`src/aznable_pkg.sv`:
```
package aznable_pkg;

	// request from the external bus master
	typedef struct packed {
		logic [15:0] addr;
		logic [7:0] wdata;
		logic we;
		logic req;
	} bus_req_t;

	// response back to the bus master
	typedef struct packed {
		logic [7:0] rdata;
		logic ack;
	} bus_rsp_t;

	// one 24-bit pixel
	typedef struct packed {
		logic [7:0] r;
		logic [7:0] g;
		logic [7:0] b;
	} rgb_t;

	// pixel from a layer, a marks it opaque
	typedef struct packed {
		rgb_t rgb;
		logic a;
	} layer_px_t;

	// raster position and timing from the raster timer
	typedef struct packed {
		logic [8:0] hcnt;
		logic [8:0] vcnt;
		logic pix_en;
		logic hblank;
		logic vblank;
		logic hsync;
		logic vsync;
	} raster_t;

	// input status byte, msb first
	typedef struct packed {
		logic hsync;
		logic vsync;
		logic hblank;
		logic vblank;
		// always 2'b10 so software can spot the port
		logic [1:0] id;
		logic menu;
		logic debug;
	} in0_fields_t;

	// same status byte seen as fields or as a raw byte
	typedef union packed {
		in0_fields_t f;
		logic [7:0] b;
	} in0_word_u;

	// memory map
	localparam logic [15:0] ADDR_IN0 = 16'h8000;
	localparam logic [15:0] ADDR_VIDEO_CTL = 16'h8001;
	// timer page, matched on addr[15:8]
	localparam logic [7:0] ADDR_TIMER_PAGE = 8'h89;
	localparam logic [15:0] ADDR_PAUSE = 16'h8A30;
	localparam logic [15:0] ADDR_MENU = 16'h8A31;
	// work ram fills c000-ffff, mirrored by its size
	localparam logic [15:0] ADDR_WKRAM_BASE = 16'hC000;

endpackage

```
`src/raster_timer.sv`:
```
`timescale 1ns/1ps

module raster_timer #(
	parameter int H_TOTAL = 396,
	parameter int V_TOTAL = 256,
	parameter int H_VISIBLE = 320,
	parameter int V_VISIBLE = 240
) (
	input logic clk_24,
	input logic rst_n,
	output aznable_pkg::raster_t raster
);
	import aznable_pkg::*;

	// sync pulses sit in the middle of each blanked region
	localparam int HS_START = H_VISIBLE + (H_TOTAL - H_VISIBLE) / 4;
	localparam int HS_END = HS_START + (H_TOTAL - H_VISIBLE) / 2;
	localparam int VS_START = V_VISIBLE + (V_TOTAL - V_VISIBLE) / 4;
	localparam int VS_END = VS_START + (V_TOTAL - V_VISIBLE) / 2;

	logic [1:0] div;
	logic pix_en;
	logic [8:0] hcnt;
	logic [8:0] vcnt;

	// 24 MHz divided by four gives the pixel rate
	always_ff @(posedge clk_24)
	begin
		if (!rst_n)
			div <= 2'd0;
		else
			div <= div + 2'd1;
	end

	assign pix_en = div == 2'd3;

	// hcnt steps per pixel, vcnt steps per line
	always_ff @(posedge clk_24)
	begin
		if (!rst_n)
		begin
			hcnt <= 9'd0;
			vcnt <= 9'd0;
		end
		else if (pix_en)
		begin
			if (hcnt == 9'(H_TOTAL - 1))
			begin
				hcnt <= 9'd0;
				// end of line, move down or back to the top
				if (vcnt == 9'(V_TOTAL - 1))
					vcnt <= 9'd0;
				else
					vcnt <= vcnt + 9'd1;
			end
			else
				hcnt <= hcnt + 9'd1;
		end
	end

	always_comb
	begin
		raster.hcnt = hcnt;
		raster.vcnt = vcnt;
		raster.pix_en = pix_en;
		// blanking from the visible limits onwards
		raster.hblank = hcnt >= 9'(H_VISIBLE);
		raster.vblank = vcnt >= 9'(V_VISIBLE);
		raster.hsync = (hcnt >= 9'(HS_START)) && (hcnt < 9'(HS_END));
		raster.vsync = (vcnt >= 9'(VS_START)) && (vcnt < 9'(VS_END));
	end

	// counters never leave the raster
	hcnt_in_range: assert property (@(posedge clk_24) disable iff (!rst_n)
		(hcnt < 9'(H_TOTAL)) && (vcnt < 9'(V_TOTAL)));

endmodule

```
`src/bus_regs.sv`:
```
`timescale 1ns/1ps

module bus_regs #(
	parameter int TIMER_DIV = 24000,
	parameter int WKRAM_AW = 8
) (
	input logic clk_24,
	input logic rst_n,
	input aznable_pkg::bus_req_t bus_req,
	output aznable_pkg::bus_rsp_t bus_rsp,
	input aznable_pkg::raster_t raster,
	input logic pause,
	input logic menu,
	output logic sprite_high,
	output logic pause_sys
);
	import aznable_pkg::*;

	localparam int PRE_W = (TIMER_DIV > 1) ? $clog2(TIMER_DIV) : 1;

	logic ack;
	logic [7:0] rdata;
	logic access;
	logic wr;
	logic in0_cs;
	logic video_ctl_cs;
	logic timer_cs;
	logic pause_cs;
	logic menu_cs;
	logic wkram_cs;
	logic [WKRAM_AW-1:0] wkram_addr;
	logic [7:0] wkram [2**WKRAM_AW];
	logic [7:0] video_control;
	logic pause_trigger;
	logic menu_trigger;
	logic [PRE_W-1:0] prescale;
	logic [15:0] timer;
	in0_word_u in0_word;
	logic [7:0] reg_rdata;

	// an access happens once, on the first cycle req is seen without ack
	assign access = bus_req.req && !ack;
	assign wr = access && bus_req.we;

	// address decode
	assign in0_cs = bus_req.addr == ADDR_IN0;
	assign video_ctl_cs = bus_req.addr == ADDR_VIDEO_CTL;
	assign timer_cs = bus_req.addr[15:8] == ADDR_TIMER_PAGE;
	assign pause_cs = bus_req.addr == ADDR_PAUSE;
	assign menu_cs = bus_req.addr == ADDR_MENU;
	assign wkram_cs = bus_req.addr[15:14] == ADDR_WKRAM_BASE[15:14];
	// small ram, mirrored over the whole window
	assign wkram_addr = bus_req.addr[WKRAM_AW-1:0];

	// four-phase handshake
	always_ff @(posedge clk_24)
	begin
		if (!rst_n)
			ack <= 1'b0;
		else if (access)
			ack <= 1'b1;
		else if (!bus_req.req)
			ack <= 1'b0;
	end

	// video control and system triggers
	always_ff @(posedge clk_24)
	begin
		if (!rst_n)
		begin
			video_control <= 8'h00;
			pause_trigger <= 1'b0;
			menu_trigger <= 1'b0;
		end
		else
		begin
			if (wr && video_ctl_cs)
				video_control <= bus_req.wdata;
			// pause input wins over a software pause request
			if (wr && pause_cs)
				pause_trigger <= 1'b1;
			if (pause)
				pause_trigger <= 1'b0;
			// software clear wins over the menu input
			if (menu)
				menu_trigger <= 1'b1;
			if (wr && menu_cs)
				menu_trigger <= 1'b0;
		end
	end

	// millisecond timer, any write in its page restarts it
	always_ff @(posedge clk_24)
	begin
		if (!rst_n)
		begin
			prescale <= '0;
			timer <= 16'd0;
		end
		else if (wr && timer_cs)
		begin
			prescale <= '0;
			timer <= 16'd0;
		end
		else if (prescale == PRE_W'(TIMER_DIV - 1))
		begin
			prescale <= '0;
			timer <= timer + 16'd1;
		end
		else
			prescale <= prescale + 1'b1;
	end

	// status byte as the cpu sees it
	always_comb
	begin
		in0_word.f.hsync = raster.hsync;
		in0_word.f.vsync = raster.vsync;
		in0_word.f.hblank = raster.hblank;
		in0_word.f.vblank = raster.vblank;
		in0_word.f.id = 2'b10;
		in0_word.f.menu = menu_trigger;
		in0_word.f.debug = 1'b0;
	end

	// register read mux, unmapped reads give 0
	always_comb
	begin
		reg_rdata = 8'h00;
		if (in0_cs)
			reg_rdata = in0_word.b;
		else if (video_ctl_cs)
			reg_rdata = video_control;
		else if (timer_cs && (bus_req.addr[7:1] == 7'd0))
			reg_rdata = bus_req.addr[0] ? timer[15:8] : timer[7:0];
		else if (menu_cs)
			reg_rdata = {8{menu_trigger}};
	end

	// work ram and read data, captured with the access
	always_ff @(posedge clk_24)
	begin
		if (wr && wkram_cs)
			wkram[wkram_addr] <= bus_req.wdata;
		if (access)
			rdata <= wkram_cs ? wkram[wkram_addr] : reg_rdata;
	end

	assign bus_rsp.rdata = rdata;
	assign bus_rsp.ack = ack;
	assign sprite_high = video_control[0];
	assign pause_sys = pause || pause_trigger;

	// master keeps req up until it has seen ack
	req_held_for_ack: assert property (@(posedge clk_24) disable iff (!rst_n)
		$fell(bus_req.req) |-> ack);

	// address stays put for the whole request
	addr_stable: assert property (@(posedge clk_24) disable iff (!rst_n)
		bus_req.req && $past(bus_req.req) |-> $stable(bus_req.addr));

endmodule

```
`src/starfield_layer.sv`:
```
`timescale 1ns/1ps

module starfield_layer #(
	parameter int LEN = 22,
	parameter logic [LEN-1:0] SEED = 22'h1FFFFF,
	parameter logic [LEN-1:0] MASK = 22'b0000111100001111000011,
	parameter logic [LEN-1:0] TAPS = 22'b1100000000000000000000
) (
	input logic clk_24,
	input logic rst_n,
	input aznable_pkg::raster_t raster,
	input logic pause,
	output aznable_pkg::layer_px_t star
);
	import aznable_pkg::*;

	logic [LEN-1:0] lfsr;
	logic vblank_q;
	logic feedback;
	logic star_on;

	// fibonacci feedback from the tap positions
	assign feedback = ^(lfsr & TAPS);
	// star where every mask bit is set
	assign star_on = (lfsr & MASK) == MASK;

	always_ff @(posedge clk_24)
	begin
		if (!rst_n)
		begin
			lfsr <= SEED;
			vblank_q <= 1'b0;
			star <= '0;
		end
		else
		begin
			vblank_q <= raster.vblank;
			// same seed every frame, so the field repeats
			if (raster.vblank && !vblank_q)
				lfsr <= SEED;
			else if (raster.pix_en && !pause)
				lfsr <= {lfsr[LEN-2:0], feedback};
			// pixel out one clock after pix_en
			if (raster.pix_en)
			begin
				star.a <= star_on;
				star.rgb.r <= lfsr[7:0];
				star.rgb.g <= lfsr[7:0];
				star.rgb.b <= lfsr[7:0];
			end
		end
	end

endmodule

```
`src/layer_mixer.sv`:
```
`timescale 1ns/1ps

module layer_mixer (
	input logic clk_24,
	input logic rst_n,
	input aznable_pkg::raster_t raster,
	input logic sprite_high,
	input aznable_pkg::layer_px_t sprite_px,
	input aznable_pkg::layer_px_t char_px,
	input aznable_pkg::layer_px_t star_a,
	input aznable_pkg::layer_px_t star_b,
	output aznable_pkg::rgb_t video_rgb
);
	import aznable_pkg::*;

	logic blank_q;
	logic sprite_high_q;
	layer_px_t sprite_q;
	layer_px_t char_q;
	layer_px_t top_px;
	layer_px_t second_px;
	rgb_t star_b_dim;
	rgb_t mix;

	// first stage lines sprite, char and blanking up with the stars
	always_ff @(posedge clk_24)
	begin
		if (!rst_n)
		begin
			blank_q <= 1'b1;
			sprite_high_q <= 1'b0;
		end
		else
		begin
			blank_q <= raster.hblank || raster.vblank;
			sprite_high_q <= sprite_high;
		end
	end

	always_ff @(posedge clk_24)
	begin
		sprite_q <= sprite_px;
		char_q <= char_px;
	end

	// sprite over charmap when sprite_high is set
	assign top_px = sprite_high_q ? sprite_q : char_q;
	assign second_px = sprite_high_q ? char_q : sprite_q;

	// back star layer at half brightness
	assign star_b_dim.r = {1'b0, star_b.rgb.r[7:1]};
	assign star_b_dim.g = {1'b0, star_b.rgb.g[7:1]};
	assign star_b_dim.b = {1'b0, star_b.rgb.b[7:1]};

	always_comb
	begin
		if (top_px.a)
			mix = top_px.rgb;
		else if (second_px.a)
			mix = second_px.rgb;
		else if (star_a.a)
			mix = star_a.rgb;
		else if (star_b.a)
			mix = star_b_dim;
		else
			mix = '0;
	end

	// black outside the visible area
	always_ff @(posedge clk_24)
	begin
		if (!rst_n)
			video_rgb <= '0;
		else
			video_rgb <= blank_q ? '0 : mix;
	end

endmodule

```
`src/aznable_video_core.sv`:
```
`timescale 1ns/1ps

module aznable_video_core #(
	parameter int H_TOTAL = 396,
	parameter int V_TOTAL = 256,
	parameter int H_VISIBLE = 320,
	parameter int V_VISIBLE = 240,
	parameter int TIMER_DIV = 24000,
	parameter int WKRAM_AW = 8,
	parameter int STAR_A_LEN = 22,
	parameter logic [STAR_A_LEN-1:0] STAR_A_SEED = 22'h1FFFFF,
	parameter logic [STAR_A_LEN-1:0] STAR_A_MASK = 22'b0000111100001111000011,
	parameter logic [STAR_A_LEN-1:0] STAR_A_TAPS = 22'b1100000000000000000000,
	parameter int STAR_B_LEN = 21,
	parameter logic [STAR_B_LEN-1:0] STAR_B_SEED = 21'h1FFFF0,
	parameter logic [STAR_B_LEN-1:0] STAR_B_MASK = 21'b000011110000111100001,
	parameter logic [STAR_B_LEN-1:0] STAR_B_TAPS = 21'b101000000000000000000
) (
	input logic clk_24,
	input logic rst_n,
	input aznable_pkg::bus_req_t bus_req,
	output aznable_pkg::bus_rsp_t bus_rsp,
	input logic pause,
	input logic menu,
	input aznable_pkg::layer_px_t sprite_px,
	input aznable_pkg::layer_px_t char_px,
	output aznable_pkg::rgb_t video_rgb,
	output logic hsync,
	output logic vsync,
	output logic hblank,
	output logic vblank
);
	import aznable_pkg::*;

	raster_t raster;
	logic sprite_high;
	logic pause_sys;
	layer_px_t star_a;
	layer_px_t star_b;

	// raster counters, blanking and syncs
	raster_timer #(
		.H_TOTAL(H_TOTAL),
		.V_TOTAL(V_TOTAL),
		.H_VISIBLE(H_VISIBLE),
		.V_VISIBLE(V_VISIBLE)
	) u_raster_timer (
		.clk_24(clk_24),
		.rst_n(rst_n),
		.raster(raster)
	);

	// cpu side registers, timer and work ram
	bus_regs #(
		.TIMER_DIV(TIMER_DIV),
		.WKRAM_AW(WKRAM_AW)
	) u_bus_regs (
		.clk_24(clk_24),
		.rst_n(rst_n),
		.bus_req(bus_req),
		.bus_rsp(bus_rsp),
		.raster(raster),
		.pause(pause),
		.menu(menu),
		.sprite_high(sprite_high),
		.pause_sys(pause_sys)
	);

	// front star layer
	starfield_layer #(
		.LEN(STAR_A_LEN),
		.SEED(STAR_A_SEED),
		.MASK(STAR_A_MASK),
		.TAPS(STAR_A_TAPS)
	) u_star_a (
		.clk_24(clk_24),
		.rst_n(rst_n),
		.raster(raster),
		.pause(pause_sys),
		.star(star_a)
	);

	// back star layer, different sequence
	starfield_layer #(
		.LEN(STAR_B_LEN),
		.SEED(STAR_B_SEED),
		.MASK(STAR_B_MASK),
		.TAPS(STAR_B_TAPS)
	) u_star_b (
		.clk_24(clk_24),
		.rst_n(rst_n),
		.raster(raster),
		.pause(pause_sys),
		.star(star_b)
	);

	layer_mixer u_layer_mixer (
		.clk_24(clk_24),
		.rst_n(rst_n),
		.raster(raster),
		.sprite_high(sprite_high),
		.sprite_px(sprite_px),
		.char_px(char_px),
		.star_a(star_a),
		.star_b(star_b),
		.video_rgb(video_rgb)
	);

	// timing straight from the raster timer
	assign hsync = raster.hsync;
	assign vsync = raster.vsync;
	assign hblank = raster.hblank;
	assign vblank = raster.vblank;

endmodule

```
`config.mk`:
```
export PLATFORM = sky130hd
export DESIGN_NAME = aznable_video_core
export DESIGN_NICKNAME = d
export VERILOG_FILES = /design/src/aznable_pkg.sv /design/src/raster_timer.sv /design/src/bus_regs.sv /design/src/starfield_layer.sv /design/src/layer_mixer.sv /design/src/aznable_video_core.sv
export SDC_FILE = /design/constraint.sdc
export NUM_CORES = 2
export LEC_CHECK = 0
export ABC_AREA = 1
export BUFFER_PORTS_ARGS = -buffer_cell sky130_fd_sc_hd__buf_2
export CORE_UTILIZATION = 35
export DETAILED_ROUTE_END_ITERATION = 8
export HOLD_SLACK_MARGIN = 0.1
export SYNTH_ARGS = -nofsm -noshare
export SYNTH_HDL_FRONTEND = slang
export SYNTH_SLANG_ARGS = --single-unit
export TNS_END_PERCENT = 100
```
`constraint.sdc`:
```
create_clock -name clk_24 -period 3.9 [get_ports clk_24]
set_input_delay 0.78 -clock clk_24 [delete_from_list [all_inputs] [get_ports clk_24]]
set_output_delay 0.78 -clock clk_24 [all_outputs]
set_load 0.02 [all_outputs]
```
Yosys cells after proc, flatten, opt, wreduce, memory -nomap -nowiden:

Memories as Yosys holds them, arrays and structs flattened.
Cells that the tools add are included.

* magnitude comparators: 6
* reduce and logical (&&, ||, !) cells: 27
* equal/unequal tests: 13
* multiplexer cells: 18
* add/subtract/negate cells: 5
* bitwise operators: 1

Operator list (number)
* 24-bit two-way mux: 3
* 16-bit == test (second input constant): 4
* 25-bit two-way mux: 2
* 8-bit two-way mux: 6
* 23-bit two-way mux: 1
* 22-bit parity: 1
* 21-bit parity: 1
* 9-bit by 1-bit adder with 9-bit output (second input constant): 2
* 9-bit == test (second input constant): 2
* 9-bit by 8-bit >= comparator with 1-bit output (second input constant): 2
* 9-bit >= comparator (second input constant): 2
* 9-bit two-way mux: 2
* 16-bit by 1-bit adder with 16-bit output (second input constant): 1
* 15-bit by 1-bit adder with 15-bit output (second input constant): 1
* 15-bit == test (second input constant): 1
* 1-bit logical AND: 12
* 10-bit == test (second input constant): 1
* 2-bit OR reduction: 5
* 9-bit by 8-bit == test with 1-bit output (second input constant): 1
* 9-bit by 8-bit < comparator with 1-bit output (second input constant): 1
* 9-bit < comparator (second input constant): 1
* 8-bit == test (second input constant): 1
* 7-bit zero test: 1
* 2-bit == test (second input constant): 2
* other kinds (8): 14

* input bits: 80
* RAM bits: 2048
* flip-flop bits (word level): 208
* word-level logic and storage cells: 101
* output and inout port bits: 37
* memories: 1

Memories
* u_bus_regs.wkram: depth 256, width 8, read ports 1, clocked after Yosys merged registers in 0, write ports 1, line bus_regs.sv:32 `logic [7:0] wkram [2**WKRAM_AW];`

Logic depth before layout (Yosys ltp):

* depth after elaboration: 6
* gate-level depth with buffers: 19
* mapped depth without buffers: 15

Hierarchy:

From an unflattened synthesis, not the netlist that was laid out.

* cell total of the unflattened synthesis: 9167
* area, all modules: 93487.2 µm²

Modules (own cells, without submodules)
* bus_regs: area each 86595.6 µm², cells each 8231, seq. area each 62580.0 µm², times used 1
* layer_mixer: area each 3140.5 µm², cells each 450, seq. area each 1521.5 µm², times used 1
* starfield_layer (u_star_a): area each 1322.5 µm², cells each 158, seq. area each 640.6 µm², times used 1
* starfield_layer (u_star_b): area each 1247.4 µm², cells each 154, seq. area each 620.6 µm², times used 1
* raster_timer: area each 1181.1 µm², cells each 174, seq. area each 400.4 µm², times used 1

Worst setup path after synthesis:

OpenSTA, ideal clock, no wires.

* kind: input -> register
* from: in bus_req[0] (netlist bit)
* to: mem u_bus_regs.wkram[114][0] (enable)
* path buffers: 1
* required time: 3.530 ns
* slack: 0.810 ns
* library setup time: 0.370 ns
* cell stages on the path: 9
* data arrival time: 2.720 ns
* cells stage by stage: inv_1 -> nor2_1 -> nand2_1 -> nor2_2 -> inv_1 -> nor3_1 -> nand2_1 -> buf_2 -> nor2_1

* word-level cells in the longest chain between the ends: 5

Ends and longest elaborated chain
* start: declaration: line aznable_video_core.sv:21 `input aznable_pkg::bus_req_t bus_req,`
* 1-bit logical AND: line bus_regs.sv:42 `assign access = bus_req.req && !ack;`
* via u_bus_regs.access: line bus_regs.sv:23 `logic access;`
* 1-bit logical AND: line bus_regs.sv:43 `assign wr = access && bus_req.we;`
* 1-bit logical AND: line bus_regs.sv:143 `if (wr && wkram_cs)`
* 1-bit two-way mux: line bus_regs.sv:143
* 1-bit two-way mux (implied by the code): line bus_regs.sv:144 `wkram[wkram_addr] <= bus_req.wdata;`
* end: declaration: line bus_regs.sv:32

The timed path passes the listed nets, and every way through them passes these cells.

Worst setup path in the final report:

* from: reg u_raster_timer.vcnt[6]
* to: out vsync

* word-level cells in the longest chain between the ends: 2
* elaborated cells on any way between the ends: 3
* classes of those cells: order compare: 2; reduce/logical: 1

Ends and longest elaborated chain
* start: declaration: line raster_timer.sv:24 `logic [8:0] vcnt;`
* start signal: assignment: line raster_timer.sv:54 `vcnt <= vcnt + 9'd1;`
* 9-bit by 8-bit >= comparator with 1-bit output / 9-bit by 8-bit < comparator with 1-bit output (equally long branches): line raster_timer.sv:70 `raster.vsync = (vcnt >= 9'(VS_START)) && (vcnt < 9'(VS_END));`
* 1-bit logical AND (*): line raster_timer.sv:70
* end: declaration: line aznable_video_core.sv:29 `output logic vsync,`

Every way passes the cells marked *; elsewhere a longest branch is shown, timed or not.

==> results.tsv <==
metric	value	unit
grtUsageTotal	19.4	%
highest-signal-layer	met5	
synth-seq-cells	2255	
start_util	35.2	%
synth_top_area_share	67.6	%
drv_slew	0	
n_fill_cell	24200	
finalWirelength	261	mm
cp.required	3.12	ns
netlist_instances	8580	
fp.dieArea	0.263	mm^2
path_max_fanout	5	
slew_headroom	7.55	%
post-dp-hpwl	157	mm
drtPass1Iterations	6	
drc	0	
critPathKind	flop to output pin	
grt_max_degree	141	
holdPathStages	2	
reg2reg_depth	10	
leakagePower	41.2	nW
clk_latency	0.87	ns
clkTransAtPathRegs	0.06	ns
area_growth	16.7	%
critical_path.cell_chain	nand2_1 > nor3_1 > o21ai_0 > a211oi_1 > buf_2	
cts_root_buf	clkbuf_16	
r2r_slack	0.90	ns
wl_met3	22.1	mm
max_cap_viol_count	0	
max-vdd-ir-drop	0.452	mV
rsz0062_at_grt	no	
numCtsBuffers	226	
io_buffers	116	
period_needed	3.57	ns
num_vias	63500	
worstSetupEndpointType	output pin	
arrival	2.79	ns
worstHoldPathType	primary input to flop	
synth_area_leaders	edfxtp_1 68%, nand2_1 17%, dfxtp_1 4.4%, nor2_1 2.7%, nand3_1 1.3%	
clockBufferDepth	3	
syn_area	0.0914	mm^2
grt_pass1_wl	388	mm
antenna_found_initial	9	
wl_met2	121	mm
ant_nets	0	
clock_sinks	2255	
min_from	pause	
synth-edff-count	2056	
hold_buffers	51	
die_w	513	um
max_stage_delay	0.61	ns
synthDistinctLibCells	42	
core	0.259	mm^2
r2r-end	u_bus_regs.wkram[67][0]$_DFFE_PP_	
start_kind	flop	
tns	0	ns
max_freq	280	MHz
finalHoldViolCount	0	
drtIter0Drc	7284	
final_cell_area	0.107	mm^2
tightest_slew	1.38	ns
syn_nets	8666	
powerDensity	477	mW/mm^2
drive_above_1_share	10.4	%
yosysWarnings	0	
dpl-instance-area	0.0988	mm^2
final_net_count	9107	
r2r-start	u_bus_regs.ack$_SDFFE_PN0P_	
h-tree-depth	4	
outcome	completed	
rows	187	
synth_top_area_cell	edfxtp_1	
whs_endpoint	u_bus_regs.pause_trigger$_SDFFE_PP0P_	
io_pins	117	
synth.avg_cell_area	10.6	um^2
die_height	513	um
critPathSlowestCell	a211oi_1	
postCtsSetupBuffers	0	
cts_resized	0	
grt-ovfl-total	0	
wl_per_cell	20.7	um
wl_met1	111	mm
fin_crit_sh	91.5	%
grt_pass1_vias	60800	
finalSetupViolations	0	
cts_tree	built	
synth_ff_type	edfxtp_1	
async_reset_ff_share	0	%
seq_area_frac_synth	71.9	%
place_congestion	0.862	
skew	0.0500	ns
avgViaCountPerCell	5.03	
-- routing by layer --
layer | track usage, % | vias to the layer above
li1 | - | 29400
met1 | 27.0 | 31000
met2 | 31.4 | 2652
met3 | 3.10 | 409
met4 | 5.31 | 2
met5 | 0 | -
-- critical path, delay by kind of cell (launching register included) --
kind / cells / cell delay, ns
compound gates: 2 / 0.78
simple gates: 2 / 0.50
flops: 1 / 0.36
buf+inv: 1 / 0.29
-- synthesized netlist by cell type, drive strengths merged, types with 2 or more instances --
cell and count:
o211ai 22, nor4 5, clkinv 6, clkbuf 178
nor2 672, a22oi 6, ha 6, a211oi 8
edfxtp 2056, a31oi 5, nor3b 3, a21oi 155
nand2 4257, xor2 9, inv 139, nand3 231
buf 262, or2 2, and2 2, o21ai 182
dfxtp 199, nor3 24, nand4 138, xnor2 5
-- worst max path at each step --
stage,from,endpoint,slack (ns),depth (start not counted)
2_1_floorplan,bus_req[0],u_bus_regs.wkram[114][0]$_DFFE_PP_,0.81,9
3_3_place_gp,bus_req[10],u_bus_regs.rdata[3]$_DFFE_PP_,0.06,10
3_5_place_dp,bus_req[10],u_bus_regs.rdata[3]$_DFFE_PP_,0.10,10
4_1_cts,u_raster_timer.vcnt[6]$_SDFFE_PN0P_,vsync,0.31,5
5_1_grt,u_raster_timer.vcnt[6]$_SDFFE_PN0P_,vsync,0.12,5
6_report,u_raster_timer.vcnt[6]$_SDFFE_PN0P_,vsync,0.33,5
-- state kept, by name, summed over array words and instances (netlist names), 9 cells and up --
register,cells
u_bus_regs.prescale,15
u_raster_timer.hcnt,9
u_bus_regs.timer,16
u_layer_mixer.char_q,25
u_star_a.lfsr,22
u_raster_timer.vcnt,9
u_layer_mixer.video_rgb,24
u_bus_regs.wkram,2048
u_star_b.lfsr,21
u_star_a.star,9
u_layer_mixer.sprite_q,25
-- where the power goes --
part	switching, mW	leakage (nW)	internal [mW]
logic	2.16	17.5	0.752
registers	0.0466	20.1	26.4
clock network	9.30	3.56	12.2
total	11.5	41.2	39.3
-- cell families (layout without fill, tap and decap cells) --
group,after synthesis,count (layout),synth area share (%)
flops,2255,2255,71.9
fa+ha+maj,6,6,0.0822
buf+inv,585,1217,2.87
xor+xnor,14,14,0.134
simple gates,5335,5335,22.7
compound gates,385,385,2.24
other cells,0,3,0
-- area by class of cell --
| cell class | count | area, um^2 | area share, % |
|---|---|---|---|
| inverter | 145 | 572 | 0.536 |
| tap | 3402 | 4260 | 3.99 |
| clock buffer | 288 | 6030 | 5.66 |
| multi-input combinational | 5740 | 23100 | 21.7 |
| timing repair buffer | 653 | 5670 | 5.31 |
| antenna | 3 | 7.51 | 0.00704 |
| sequential | 2255 | 65700 | 61.6 |
| clock inverter | 131 | 1280 | 1.20 |
-- stage by stage --
stage          hold slack (ns)  power, mW  worst slack [ns]  std cells  util (%)
2_1_floorplan            0.399       28.4             0.810       8580         -
3_3_place_gp             0.406       29.8            0.0587      12100      38.1
3_5_place_dp             0.414       29.8             0.103      12100      38.1
4_1_cts                  0.105       51.2             0.306      12600      41.1
5_1_grt                  0.120       52.3             0.118      12600      41.1
6_report                 0.157       50.9             0.330      12600      41.1
-- cells in the final DEF (no fill, tap or decap), types with 6 or more instances in the layout --
cell type | synthesis | layout
xor2_1 | 9 | 9
nand2_2 | 0 | 11
nand4_1 | 138 | 138
ha_1 | 6 | 6
edfxtp_1 | 2056 | 2056
o211ai_1 | 22 | 22
nand2_1 | 4257 | 4246
dfxtp_1 | 199 | 199
clkinvlp_4 | 0 | 7
bufinv_16 | 0 | 19
nand3_1 | 231 | 225
nand3_2 | 0 | 6
clkinv_2 | 0 | 36
o21ai_0 | 167 | 167
clkbuf_1 | 178 | 50
buf_8 | 0 | 10
buf_4 | 16 | 420
a21oi_1 | 155 | 155
inv_1 | 133 | 132
buf_2 | 191 | 106
a22oi_1 | 6 | 6
clkbuf_16 | 0 | 228
clkinv_1 | 6 | 56
buf_12 | 0 | 66
o21ai_1 | 14 | 14
clkbuf_8 | 0 | 10
a211oi_1 | 8 | 8
nor3_1 | 23 | 23
dlygate4sd3_1 | 0 | 51
nor2_1 | 665 | 663
Note: power is estimated with default switching activity, not from simulation.
